--- src/rtl/fetchPkg.sv ---
////////////////////////////////////////////////////////////////////////////
// Shared widths and types for the fetch front end.
// Imported by every RTL block that handles PCs, bundles or predictions.
////////////////////////////////////////////////////////////////////////////

package fetchPkg;

  localparam int PC_WIDTH     = 32;                       // Byte address width.
  localparam int FETCH_WIDTH  = 4;                        // Slots per bundle.
  localparam int INST_WIDTH   = 32;                       // One instruction.
  localparam int BUNDLE_WIDTH = FETCH_WIDTH * INST_WIDTH; // 128 bits per bundle.

  // Control-transfer types, encoded as the training source sends them.
  typedef enum logic [1:0] {
    ctrlReturn     = 2'd0,
    ctrlCall       = 2'd1,
    ctrlJump       = 2'd2,
    ctrlCondBranch = 2'd3
  } ctrlType_e;

  // Cache refill FSM.
  typedef enum logic [1:0] {
    refillIdle, // No refill, watching for a miss.
    refillRead, // Beat on the bus, waiting for ack.
    refillDone  // Beat finished, bus released for one cycle.
  } refillState_e;

  // Lookup result for one slot of the bundle.
  typedef struct packed {
    logic                btbHit;   // Valid entry with matching tag.
    ctrlType_e           ctrlType; // Stored type.
    logic [PC_WIDTH-1:0] target;   // Stored target.
    logic                taken;    // Counter upper bit.
  } slotPred_t;

endpackage

--- src/rtl/branchUpdateIf.sv ---
////////////////////////////////////////////////////////////////////////////
// Training update bus from the later pipeline stages.
// One update per cycle, in program order, to the BTB and the counters.
////////////////////////////////////////////////////////////////////////////

`timescale 1ns/1ns

interface branchUpdateIf import fetchPkg::*; ();

  logic                updateEn;     // Update this cycle.
  logic [PC_WIDTH-1:0] updatePc;     // Address of the control instruction.
  logic [PC_WIDTH-1:0] updateTarget; // Resolved target.
  ctrlType_e           updateType;   // Resolved type.
  logic                updateDir;    // Resolved direction, 1 = taken.

  // Driven from the top-level ports.
  modport source (output updateEn, updatePc, updateTarget, updateType, updateDir);

  // Each receiver filters the updates it cares about.
  modport sink (input updateEn, updatePc, updateTarget, updateType, updateDir);

endinterface

--- src/rtl/branchTargetBuffer.sv ---
////////////////////////////////////////////////////////////////////////////
// Direct-mapped branch target buffer.
// Four combinational lookups per cycle, one for each slot of the bundle,
// and one write port fed by the training update bus.
////////////////////////////////////////////////////////////////////////////

`timescale 1ns/1ns

module branchTargetBuffer import fetchPkg::*; #(
  parameter int BTB_INDEX_BITS = 4
) (
  input  logic                          clk,
  input  logic                          reset,
  input  logic [PC_WIDTH-1:0]           pc_i,
  branchUpdateIf.sink                   update_i,
  output slotPred_t [FETCH_WIDTH-1:0]   lookup_o
);

  localparam int ENTRIES  = 2 ** BTB_INDEX_BITS;
  localparam int TAG_BITS = PC_WIDTH - 2 - BTB_INDEX_BITS;

  logic [ENTRIES-1:0]        entryValid;
  logic [TAG_BITS-1:0]       entryTag    [ENTRIES];
  ctrlType_e                 entryType   [ENTRIES];
  logic [PC_WIDTH-1:0]       entryTarget [ENTRIES];
  logic [BTB_INDEX_BITS-1:0] updIndex;
  logic                      writeEn;

  assign updIndex = update_i.updatePc[2 +: BTB_INDEX_BITS];

  // Not-taken conditional branches never allocate.
  assign writeEn = update_i.updateEn &&
                   !(update_i.updateType == ctrlCondBranch && !update_i.updateDir);

  always_ff @(posedge clk) begin
    if (reset) begin
      entryValid <= '0;
    end else if (writeEn) begin
      entryValid[updIndex] <= 1'b1;
    end
  end

  // Whole entry replaced on a write.
  always_ff @(posedge clk) begin
    if (writeEn) begin
      entryTag[updIndex]    <= update_i.updatePc[PC_WIDTH-1 -: TAG_BITS];
      entryType[updIndex]   <= update_i.updateType;
      entryTarget[updIndex] <= update_i.updateTarget;
    end
  end

  ////////////////////////////////////////////////////////////////////////////
  // Per-slot lookup.
  for (genvar s = 0; s < FETCH_WIDTH; s++) begin : gLookup
    logic [PC_WIDTH-1:0]       slotPc;
    logic [BTB_INDEX_BITS-1:0] slotIndex;

    assign slotPc    = pc_i + PC_WIDTH'(4 * s); // Slot s sits at PC + 4s.
    assign slotIndex = slotPc[2 +: BTB_INDEX_BITS];

    assign lookup_o[s].btbHit   = entryValid[slotIndex] &&
                                  entryTag[slotIndex] == slotPc[PC_WIDTH-1 -: TAG_BITS];
    assign lookup_o[s].ctrlType = entryType[slotIndex];
    assign lookup_o[s].target   = entryTarget[slotIndex];
    assign lookup_o[s].taken    = 1'b0; // Direction comes from the counters.
  end

endmodule

--- src/rtl/branchPredictor.sv ---
////////////////////////////////////////////////////////////////////////////
// Direction predictor: one table of 2-bit saturating counters.
// Four lookups per cycle; trained only by conditional branch updates.
////////////////////////////////////////////////////////////////////////////

`timescale 1ns/1ns

module branchPredictor import fetchPkg::*; #(
  parameter int BP_INDEX_BITS = 6
) (
  input  logic                   clk,
  input  logic                   reset,
  input  logic [PC_WIDTH-1:0]    pc_i,
  branchUpdateIf.sink            update_i,
  output logic [FETCH_WIDTH-1:0] taken_o
);

  localparam int ENTRIES = 2 ** BP_INDEX_BITS;

  logic [1:0]               counters [ENTRIES];
  logic [BP_INDEX_BITS-1:0] updIndex;
  logic                     trainEn;

  assign updIndex = update_i.updatePc[2 +: BP_INDEX_BITS];
  assign trainEn  = update_i.updateEn && update_i.updateType == ctrlCondBranch;

  // Counters start weakly not-taken.
  always_ff @(posedge clk) begin
    if (reset) begin
      for (int e = 0; e < ENTRIES; e++) begin
        counters[e] <= 2'b01;
      end
    end else if (trainEn) begin
      if (update_i.updateDir && counters[updIndex] != 2'b11) begin
        counters[updIndex] <= counters[updIndex] + 2'b01;  // Count up, stop at 3.
      end else if (!update_i.updateDir && counters[updIndex] != 2'b00) begin
        counters[updIndex] <= counters[updIndex] - 2'b01;  // Count down, stop at 0.
      end
    end
  end

  for (genvar s = 0; s < FETCH_WIDTH; s++) begin : gLookup
    logic [PC_WIDTH-1:0] slotPc;

    assign slotPc     = pc_i + PC_WIDTH'(4 * s);
    assign taken_o[s] = counters[slotPc[2 +: BP_INDEX_BITS]][1]; // Upper bit predicts.
  end

endmodule

--- src/rtl/returnAddressStack.sv ---
////////////////////////////////////////////////////////////////////////////
// Circular return address stack.
// Calls push their return address, returns pop; top_o is read combinationally.
////////////////////////////////////////////////////////////////////////////

`timescale 1ns/1ns

module returnAddressStack import fetchPkg::*; #(
  parameter int RAS_DEPTH = 8 // Power of two, so the pointer wraps cleanly.
) (
  input  logic                clk,
  input  logic                reset,
  input  logic                push_i,
  input  logic                pop_i,
  input  logic [PC_WIDTH-1:0] pushAddr_i,
  output logic [PC_WIDTH-1:0] top_o
);

  localparam int PTR_BITS = $clog2(RAS_DEPTH);

  logic [PC_WIDTH-1:0] stackMem [RAS_DEPTH];
  logic [PTR_BITS-1:0] topPtr;
  logic [PTR_BITS-1:0] pushPtr;

  assign pushPtr = topPtr + 1'b1; // Wraps, so overflow drops the oldest entry.

  always_ff @(posedge clk) begin
    if (reset) begin
      topPtr <= '0;
      for (int e = 0; e < RAS_DEPTH; e++) begin
        stackMem[e] <= '0;
      end
    end else if (push_i) begin
      stackMem[pushPtr] <= pushAddr_i;
      topPtr            <= pushPtr;
    end else if (pop_i) begin
      topPtr <= topPtr - 1'b1; // Underflow wraps too.
    end
  end

  assign top_o = stackMem[topPtr];

  // Only the first taken slot drives the stack, so it is a call or a return.
  pushPopExclusive: assert property (@(posedge clk) disable iff (reset)
    !(push_i && pop_i));

endmodule

--- src/rtl/instCache.sv ---
////////////////////////////////////////////////////////////////////////////
// Direct-mapped instruction cache with one bundle per 16-byte line.
// A miss refills the line as four single-word Wishbone classic reads.
////////////////////////////////////////////////////////////////////////////

`timescale 1ns/1ns

module instCache import fetchPkg::*; #(
  parameter int CACHE_INDEX_BITS = 4
) (
  input  logic                    clk,
  input  logic                    reset,
  input  logic [PC_WIDTH-1:0]     pc_i,
  output logic                    hit_o,
  output logic [BUNDLE_WIDTH-1:0] bundle_o,
  output logic                    wbCyc_o,
  output logic                    wbStb_o,
  output logic [PC_WIDTH-1:0]     wbAdr_o,
  input  logic [INST_WIDTH-1:0]   wbDat_i,
  input  logic                    wbAck_i
);

  localparam int LINES     = 2 ** CACHE_INDEX_BITS;
  localparam int BASE_BITS = PC_WIDTH - 4;               // Line address without offset.
  localparam int TAG_BITS  = BASE_BITS - CACHE_INDEX_BITS;
  localparam int BEAT_BITS = $clog2(FETCH_WIDTH);
  localparam logic [BEAT_BITS-1:0] LAST_BEAT = BEAT_BITS'(FETCH_WIDTH - 1);

  logic [LINES-1:0]            lineValid;
  logic [TAG_BITS-1:0]         lineTag  [LINES];
  logic [BUNDLE_WIDTH-1:0]     lineData [LINES];
  refillState_e                refillState;
  logic [BASE_BITS-1:0]        refillBase;               // Latched at refill start.
  logic [BEAT_BITS-1:0]        beatCnt;
  logic [INST_WIDTH-1:0]       beatBuf [FETCH_WIDTH-1];  // Words before the last.
  logic [CACHE_INDEX_BITS-1:0] refillIndex;
  logic [CACHE_INDEX_BITS-1:0] pcIndex;
  logic                        lineWrite;

  ////////////////////////////////////////////////////////////////////////////
  // Lookup.
  assign pcIndex  = pc_i[4 +: CACHE_INDEX_BITS];
  assign hit_o    = lineValid[pcIndex] && lineTag[pcIndex] == pc_i[PC_WIDTH-1 -: TAG_BITS];
  assign bundle_o = lineData[pcIndex];

  ////////////////////////////////////////////////////////////////////////////
  // Refill FSM.
  assign refillIndex = refillBase[CACHE_INDEX_BITS-1:0];
  assign wbAdr_o     = {refillBase, beatCnt, 2'b00};     // Ascending words of the line.
  assign lineWrite   = refillState == refillRead && wbAck_i && beatCnt == LAST_BEAT;

  always_ff @(posedge clk) begin
    if (reset) begin
      refillState <= refillIdle;
      wbCyc_o     <= 1'b0;
      wbStb_o     <= 1'b0;
      beatCnt     <= '0;
      lineValid   <= '0;
    end else begin
      case (refillState)
        refillIdle: begin
          if (!hit_o) begin                              // Miss seen. Refill next cycle.
            wbCyc_o     <= 1'b1;
            wbStb_o     <= 1'b1;
            beatCnt     <= '0;
            refillState <= refillRead;
          end
        end
        refillRead: begin
          if (wbAck_i) begin
            wbCyc_o <= 1'b0;                             // Drop cyc between beats.
            wbStb_o <= 1'b0;
            beatCnt <= beatCnt + 1'b1;
            if (beatCnt == LAST_BEAT) begin
              lineValid[refillIndex] <= 1'b1;
              refillState            <= refillIdle;
            end else begin
              refillState <= refillDone;
            end
          end
        end
        refillDone: begin
          wbCyc_o     <= 1'b1;                           // Next beat.
          wbStb_o     <= 1'b1;
          refillState <= refillRead;
        end
        default: refillState <= refillIdle;
      endcase
    end
  end

  // Refill payload and the line arrays.
  always_ff @(posedge clk) begin
    if (refillState == refillIdle && !hit_o) begin
      refillBase <= pc_i[PC_WIDTH-1:4];
    end
    if (refillState == refillRead && wbAck_i && beatCnt != LAST_BEAT) begin
      beatBuf[beatCnt] <= wbDat_i;
    end
    if (lineWrite) begin
      lineTag[refillIndex]  <= refillBase[BASE_BITS-1 -: TAG_BITS];
      lineData[refillIndex] <= {wbDat_i, beatBuf[2], beatBuf[1], beatBuf[0]}; // Slot 0 low.
    end
  end

  // Request stays inside cyc with a stable address until the slave acks.
  stbInsideCyc: assert property (@(posedge clk) disable iff (reset)
    wbStb_o |-> wbCyc_o ##1 ($past(wbAck_i) || (wbStb_o && $stable(wbAdr_o))));

endmodule

--- src/rtl/fetchStage1.sv ---
////////////////////////////////////////////////////////////////////////////
// First fetch stage: PC register, next-PC selection and RAS control.
// Owns the BTB, the direction counters, the RAS and the instruction cache.
// Next PC priority is redirect, first taken slot, then PC + 16.
////////////////////////////////////////////////////////////////////////////

`timescale 1ns/1ns

module fetchStage1 import fetchPkg::*; #(
  parameter int BTB_INDEX_BITS   = 4,
  parameter int BP_INDEX_BITS    = 6,
  parameter int RAS_DEPTH        = 8,
  parameter int CACHE_INDEX_BITS = 4
) (
  input  logic                           clk,
  input  logic                           reset,
  input  logic                           stall_i,
  input  logic                           redirect_i,
  input  logic [PC_WIDTH-1:0]            redirectPc_i,
  branchUpdateIf.sink                    update_i,
  output logic                           fetchValid_o,
  output logic [PC_WIDTH-1:0]            pc_o,
  output logic [BUNDLE_WIDTH-1:0]        bundle_o,
  output logic                           predTaken_o,
  output logic [$clog2(FETCH_WIDTH)-1:0] predSlot_o,
  output logic                           wbCyc_o,
  output logic                           wbStb_o,
  output logic [PC_WIDTH-1:0]            wbAdr_o,
  input  logic [INST_WIDTH-1:0]          wbDat_i,
  input  logic                           wbAck_i
);

  localparam int SLOT_BITS   = $clog2(FETCH_WIDTH);
  localparam int OFFSET_BITS = $clog2(BUNDLE_WIDTH / 8); // Byte offset in a bundle.

  logic [PC_WIDTH-1:0]          pcReg;
  logic [PC_WIDTH-1:0]          nextPc;
  logic [PC_WIDTH-1:0]          predTarget;
  logic [PC_WIDTH-1:0]          rasTop;
  logic [PC_WIDTH-1:0]          pushAddr;
  slotPred_t [FETCH_WIDTH-1:0]  btbLookup;
  slotPred_t [FETCH_WIDTH-1:0]  slotPred;
  slotPred_t                    firstPred;
  logic [FETCH_WIDTH-1:0]       dirTaken;
  logic [FETCH_WIDTH-1:0]       slotTaken;
  logic [SLOT_BITS-1:0]         firstSlot;
  logic                         anyTaken;
  logic                         advance;
  logic                         rasPush;
  logic                         rasPop;

  branchTargetBuffer #(.BTB_INDEX_BITS(BTB_INDEX_BITS)) btb_i (
    .clk(clk), .reset(reset), .pc_i(pcReg), .update_i(update_i), .lookup_o(btbLookup)
  );

  branchPredictor #(.BP_INDEX_BITS(BP_INDEX_BITS)) bp_i (
    .clk(clk), .reset(reset), .pc_i(pcReg), .update_i(update_i), .taken_o(dirTaken)
  );

  returnAddressStack #(.RAS_DEPTH(RAS_DEPTH)) ras_i (
    .clk(clk), .reset(reset), .push_i(rasPush), .pop_i(rasPop),
    .pushAddr_i(pushAddr), .top_o(rasTop)
  );

  instCache #(.CACHE_INDEX_BITS(CACHE_INDEX_BITS)) icache_i (
    .clk(clk), .reset(reset), .pc_i(pcReg), .hit_o(fetchValid_o), .bundle_o(bundle_o),
    .wbCyc_o(wbCyc_o), .wbStb_o(wbStb_o), .wbAdr_o(wbAdr_o),
    .wbDat_i(wbDat_i), .wbAck_i(wbAck_i)
  );

  ////////////////////////////////////////////////////////////////////////////
  // Slot prediction.
  for (genvar s = 0; s < FETCH_WIDTH; s++) begin : gSlot
    assign slotPred[s] = '{btbHit:   btbLookup[s].btbHit,
                           ctrlType: btbLookup[s].ctrlType,
                           target:   btbLookup[s].target,
                           taken:    dirTaken[s]};
    // Unconditional types are taken on a hit.
    assign slotTaken[s] = slotPred[s].btbHit &&
                          (slotPred[s].ctrlType != ctrlCondBranch || slotPred[s].taken);
  end

  // Lowest taken slot wins.
  always_comb begin
    firstSlot = '0;
    for (int s = FETCH_WIDTH - 1; s >= 0; s--) begin
      if (slotTaken[s]) begin
        firstSlot = SLOT_BITS'(s);
      end
    end
  end

  assign anyTaken   = |slotTaken;
  assign firstPred  = slotPred[firstSlot];
  assign predTarget = (firstPred.ctrlType == ctrlReturn) ? rasTop : firstPred.target;

  // Fetch stays bundle aligned; the target's slot bits are dropped.
  assign nextPc = anyTaken ? {predTarget[PC_WIDTH-1:OFFSET_BITS], OFFSET_BITS'(0)}
                           : pcReg + PC_WIDTH'(BUNDLE_WIDTH / 8);

  ////////////////////////////////////////////////////////////////////////////
  // RAS control, only on an edge where the PC advances.
  assign advance  = fetchValid_o && !stall_i && !redirect_i;
  assign pushAddr = pcReg + PC_WIDTH'({firstSlot, 2'b00}) + PC_WIDTH'(4); // After the call.
  assign rasPush  = advance && anyTaken && firstPred.ctrlType == ctrlCall;
  assign rasPop   = advance && anyTaken && firstPred.ctrlType == ctrlReturn;

  always_ff @(posedge clk) begin
    if (reset) begin
      pcReg <= '0;
    end else if (redirect_i) begin
      pcReg <= redirectPc_i;      // Wins over miss and stall.
    end else if (advance) begin
      pcReg <= nextPc;
    end
  end

  assign pc_o        = pcReg;
  assign predTaken_o = anyTaken;
  assign predSlot_o  = firstSlot;

  // Redirects from execute must land on a bundle as well.
  pcAligned: assert property (@(posedge clk) disable iff (reset)
    pcReg[OFFSET_BITS-1:0] == '0);

endmodule

--- src/rtl/fetchTop.sv ---
////////////////////////////////////////////////////////////////////////////
// Top level of the fetch front end with plain ports.
// Carries the training updates onto the update bus and sets the table sizes.
////////////////////////////////////////////////////////////////////////////

`timescale 1ns/1ns

module fetchTop import fetchPkg::*; #(
  parameter int BTB_INDEX_BITS   = 4,
  parameter int BP_INDEX_BITS    = 6,
  parameter int RAS_DEPTH        = 8,
  parameter int CACHE_INDEX_BITS = 4
) (
  input  logic                           clk,
  input  logic                           reset,
  input  logic                           stall_i,
  input  logic                           redirect_i,
  input  logic [PC_WIDTH-1:0]            redirectPc_i,
  input  logic                           updateEn_i,
  input  logic [PC_WIDTH-1:0]            updatePc_i,
  input  logic [PC_WIDTH-1:0]            updateTarget_i,
  input  ctrlType_e                      updateType_i,
  input  logic                           updateDir_i,
  input  logic [INST_WIDTH-1:0]          wbDat_i,
  input  logic                           wbAck_i,
  output logic                           fetchValid_o,
  output logic [PC_WIDTH-1:0]            pc_o,
  output logic [BUNDLE_WIDTH-1:0]        bundle_o,
  output logic                           predTaken_o,
  output logic [$clog2(FETCH_WIDTH)-1:0] predSlot_o,
  output logic                           wbCyc_o,
  output logic                           wbStb_o,
  output logic [PC_WIDTH-1:0]            wbAdr_o
);

  branchUpdateIf updBus ();

  // Source side of the update bus.
  assign updBus.updateEn     = updateEn_i;
  assign updBus.updatePc     = updatePc_i;
  assign updBus.updateTarget = updateTarget_i;
  assign updBus.updateType   = updateType_i;
  assign updBus.updateDir    = updateDir_i;

  fetchStage1 #(
    .BTB_INDEX_BITS  (BTB_INDEX_BITS),
    .BP_INDEX_BITS   (BP_INDEX_BITS),
    .RAS_DEPTH       (RAS_DEPTH),
    .CACHE_INDEX_BITS(CACHE_INDEX_BITS)
  ) fs1_i (
    .clk          (clk),
    .reset        (reset),
    .stall_i      (stall_i),
    .redirect_i   (redirect_i),
    .redirectPc_i (redirectPc_i),
    .update_i     (updBus.sink),
    .fetchValid_o (fetchValid_o),
    .pc_o         (pc_o),
    .bundle_o     (bundle_o),
    .predTaken_o  (predTaken_o),
    .predSlot_o   (predSlot_o),
    .wbCyc_o      (wbCyc_o),
    .wbStb_o      (wbStb_o),
    .wbAdr_o      (wbAdr_o),
    .wbDat_i      (wbDat_i),
    .wbAck_i      (wbAck_i)
  );

endmodule

--- config.mk ---
export PLATFORM = sky130hd
export DESIGN_NAME = fetchTop
export DESIGN_NICKNAME = d
export VERILOG_FILES = /design/src/rtl/fetchPkg.sv /design/src/rtl/branchUpdateIf.sv /design/src/rtl/branchTargetBuffer.sv /design/src/rtl/branchPredictor.sv /design/src/rtl/returnAddressStack.sv /design/src/rtl/instCache.sv /design/src/rtl/fetchStage1.sv /design/src/rtl/fetchTop.sv
export SDC_FILE = /design/constraint.sdc
export NUM_CORES = 2
export LEC_CHECK = 0
export BUFFER_PORTS_ARGS = -buffer_cell sky130_fd_sc_hd__clkbuf_2
export CORE_UTILIZATION = 40
export DETAILED_ROUTE_END_ITERATION = 8
export PLACE_DENSITY_LB_ADDON = 0.15
export SLEW_MARGIN = 40
export SYNTH_ARGS = -nofsm -noshare
export SYNTH_HDL_FRONTEND = slang
export SYNTH_SLANG_ARGS = --single-unit
--- constraint.sdc ---
create_clock -name clk -period 19.2 [get_ports clk]
set_clock_uncertainty 0.15 [all_clocks]
set_input_delay 2.88 -clock clk [delete_from_list [all_inputs] [get_ports clk]]
set_output_delay 2.88 -clock clk [all_outputs]
set_load 0.05 [all_outputs]
==> results.json <==
{
  "outcome": "finished clean",
  "ys.flop_type": "edfxtp_1",
  "area_growth_pct": 13.1,
  "drv_cap": 0,
  "arrival_ns": 8.73,
  "p_sw_frac": 0.246,
  "power_frac_seq": 0.486,
  "grt_pass1_wl_um": 776000,
  "layout_min_cycle_time_ns": 11.76,
  "hp-class": "reg2reg",
  "regArea_um2": 116000,
  "fmax_mhz": 85.0,
  "grt_pass1_vias": 98500,
  "combPwrFrac": 0.115,
  "nets": 9413,
  "design_area_um2": 200000,
  "numPortBuffers": 326,
  "power_density_nw_per_um2": 97.6,
  "rsz0062_at_grt": "no",
  "place_area_um2": 186000,
  "routedWlPerCell_um": 35.9,
  "cpPeakStageDelay_ns": 0.65,
  "postSynthAreaPerCell_um2": 19.9,
  "ant_nets": 0,
  "die_height_um": 667,
  "worst_pin_slew_ns": 0.939,
  "cts_root_buffer": "clkbuf_16",
  "yosysSeqAreaShare": 0.656,
  "ios": 335,
  "syn_inst": 8876,
  "crit_chain": "inv_8, ha_4, xnor2_2, buf_4, buf_4, buf_4, buf_4, mux4_2, a22o_1, a221oi_1, xnor2_1, nor4_1, and4b_1, nand4_1, nor2_1, o21a_1, clkbuf_2",
  "tritoncts": "yes",
  "cts_resized": 0,
  "drtIter0Drc": 11000,
  "p_sw_mw": 4.80,
  "antenna_found_initial": 39,
  "p_clk_frac": 0.399,
  "cp_top_family": "buffers and inverters",
  "numCtsBuffers": 414,
  "cp.required_ns": 16.17,
  "dpl.hpwl_um": 330000,
  "post-route-drc-count": 0,
  "crit_type": "reg2out",
  "clkTransAtPathRegs_ns": 0.06,
  "clk_path_buf_depth": 4,
  "leakage_nw": 60.5,
  "cts_setup_buffers": 0,
  "final_common_cell": "edfxtp_1",
  "multi_input_area_um2": 58300,
  "rows": 243,
  "final.period_utilization": 0.612,
  "synth_edf_count": 3804,
  "overflow": 0,
  "cp-end-kind": "output port",
  "wl_um": 556000,
  "core_um2": 439000,
  "ys_ff_latch": 3885,
  "p_int_mw": 14.7,
  "ys_types": 104,
  "setup_tns_ns": 0,
  "die_area_um2": 444000,
  "relSlewSlack": 0.367,
  "grt_usage": 0.247,
  "n_fill_cell": 36800,
  "synth_warnings": 0,
  "setup_viol": 0,
  "netlist_area_um2": 177000,
  "cp_max_fo": 50,
  "fp.dieW_um": 667,
  "cts_hold_repair.buffers": 0,
  "path_common_cell": "buf_4",
  "slowest_stage": "buf_4",
  "viasPerCell": 6.24,
  "gp_congestion": 0.939,
  "drt_first_pass_iters": 6,
  "synthArstFlopShare": 0,
  "insertion_delay_ns": 1.01,
  "vias": 96700,
  "hold_viol": 0,
  "critical_path_buf_inv_count": 6,
  "layout_common_cells": "3804 x edfxtp_1, 1895 x mux4_2, 473 x nor2_1, 420 x clkbuf_16, 350 x nand2_1",
  "drive_gt1_frac": 0.345,
  "ir_drop_mv": 0.0809,
  "finalMaxSlewViolations": 0,
  "clock_sinks": 3885,
  "htreeDepth": 5,
  "worstSetupStartpointType": "flop",
  "start_util": 0.403,
  "grt_max_degree": 113
}
kinds of logic (layout without fill, tap and decap cells):
group	Yosys count	count (layout)	synth area share
compound gates	407	407	0.0164
xor+xnor	233	233	0.0120
fa+ha+maj	14	14	0.00103
buf+inv	699	1411	0.0180
flops	3885	3885	0.656
mux	2179	2179	0.258
other cells	1	25	0.0000212
simple gates	1458	1458	0.0386
routing by layer:
metal  track usage  vias up  routed length [um]
li1              -    38500                   -
met1         0.318    52500              212000
met2         0.418     4526              277000
met3        0.0441     1102               42200
met4        0.0970       26               25000
met5             0        -                 172
state kept, by name, indices dropped and copies added, names as in the netlist, named ones only:
name and flops:
fs1_i.btb_i.entryType 32, fs1_i.btb_i.entryTarget 448, fs1_i.ras_i.stackMem 224, fs1_i.icache_i.refillState 2
fs1_i.btb_i.entryTag 416, fs1_i.icache_i.lineTag 384, fs1_i.pc_o 32, fs1_i.ras_i.topPtr 3
fs1_i.icache_i.wbStb_o 1, fs1_i.icache_i.beatCnt 2, fs1_i.btb_i.entryValid 16, fs1_i.icache_i.lineData 2048
fs1_i.icache_i.refillBase 28, fs1_i.icache_i.beatBuf 96, fs1_i.bp_i.counters 128, fs1_i.icache_i.lineValid 16
tightest hold or removal path, cell delays in order, from the launching register on:
cell,delay (ns)
dfxtp_1,0.32
nor2_1,0.05
nor2_1,0.07
final timing paths:
path                                       to  slack [ns]                   startpoint  cells past startpoint
setup reg to reg  fs1_i.ras_i.stackMem[7][29]        9.22                fs1_i.pc_o[2]                     23
setup / recovery                predSlot_o[0]        7.44                fs1_i.pc_o[2]                     17
hold reg to reg   fs1_i.icache_i.lineValid[6]        0.32  fs1_i.icache_i.lineValid[6]                      2
hold / removal    fs1_i.icache_i.lineValid[6]        0.32  fs1_i.icache_i.lineValid[6]                      2
per-stage QoR:
| stage | utilization | worst slack, ns | total power, mW | hold slack, ns | instances |
|---|---|---|---|---|---|
| after floorplan | - | 4.55 | 11.1 | 0.285 | 8877 |
| after global placement | 0.423 | 8.36 | 11.9 | 0.302 | 14700 |
| after detailed placement | 0.425 | 8.61 | 11.9 | 0.309 | 14700 |
| after CTS | 0.454 | 7.52 | 19.6 | 0.322 | 15500 |
| after global routing | 0.455 | 7.37 | 20.0 | 0.345 | 15500 |
| final | 0.455 | 7.44 | 19.5 | 0.322 | 15500 |
cell usage after synthesis, drive strengths merged (8+ instances only):
library cell | n | share of area
o2111ai | 10 | 0.00050
and4 | 11 | 0.00055
nor4 | 45 | 0.0017
a211oi | 22 | 0.0010
a21o | 10 | 0.00043
and3 | 16 | 0.00057
mux2 | 59 | 0.0038
nor2 | 502 | 0.011
o221ai | 8 | 0.00040
nand3 | 177 | 0.0050
nand2 | 352 | 0.0075
a22oi | 19 | 0.00081
buf | 316 | 0.0099
a2111oi | 10 | 0.00053
o31ai | 10 | 0.00048
o21ai | 67 | 0.0019
o21a | 23 | 0.00098
a32oi | 12 | 0.00060
a211o | 15 | 0.00074
nor3 | 92 | 0.0026
xor2 | 73 | 0.0037
dfxtp | 81 | 0.0092
o22ai | 20 | 0.00071
inv | 31 | 0.00066
mux2i | 225 | 0.013
clkbuf | 347 | 0.0074
a31oi | 12 | 0.00043
nand4 | 73 | 0.0026
o211ai | 33 | 0.0014
nand2b | 75 | 0.0027
edfxtp | 3804 | 0.65
or3 | 13 | 0.00049
nor2b | 10 | 0.00035
and2 | 30 | 0.0011
a21oi | 72 | 0.0021
ha | 13 | 0.00092
a221oi | 12 | 0.00060
mux4 | 1895 | 0.24
xnor2 | 158 | 0.0080
or2 | 24 | 0.00085
final cells by class:
cell class	instances	share of cell area
diodes	23	0.000288
inverters	36	0.000739
multi-input cells	4293	0.292
well taps	5880	0.0368
clock inverters	229	0.0111
repair buffers	632	0.0245
flip-flops and latches	3885	0.580
clock buffers	514	0.0544
power groups by stage:
stage,Sequential (mW),Combinational (mW),Clock (mW)
floorplan,9.64,1.45,0
global placement,9.65,2.21,0
detailed placement,9.65,2.24,0
CTS,9.47,2.24,7.93
global route,9.48,2.33,8.22
finish,9.47,2.23,7.78
(Power assumes the default switching activity.)
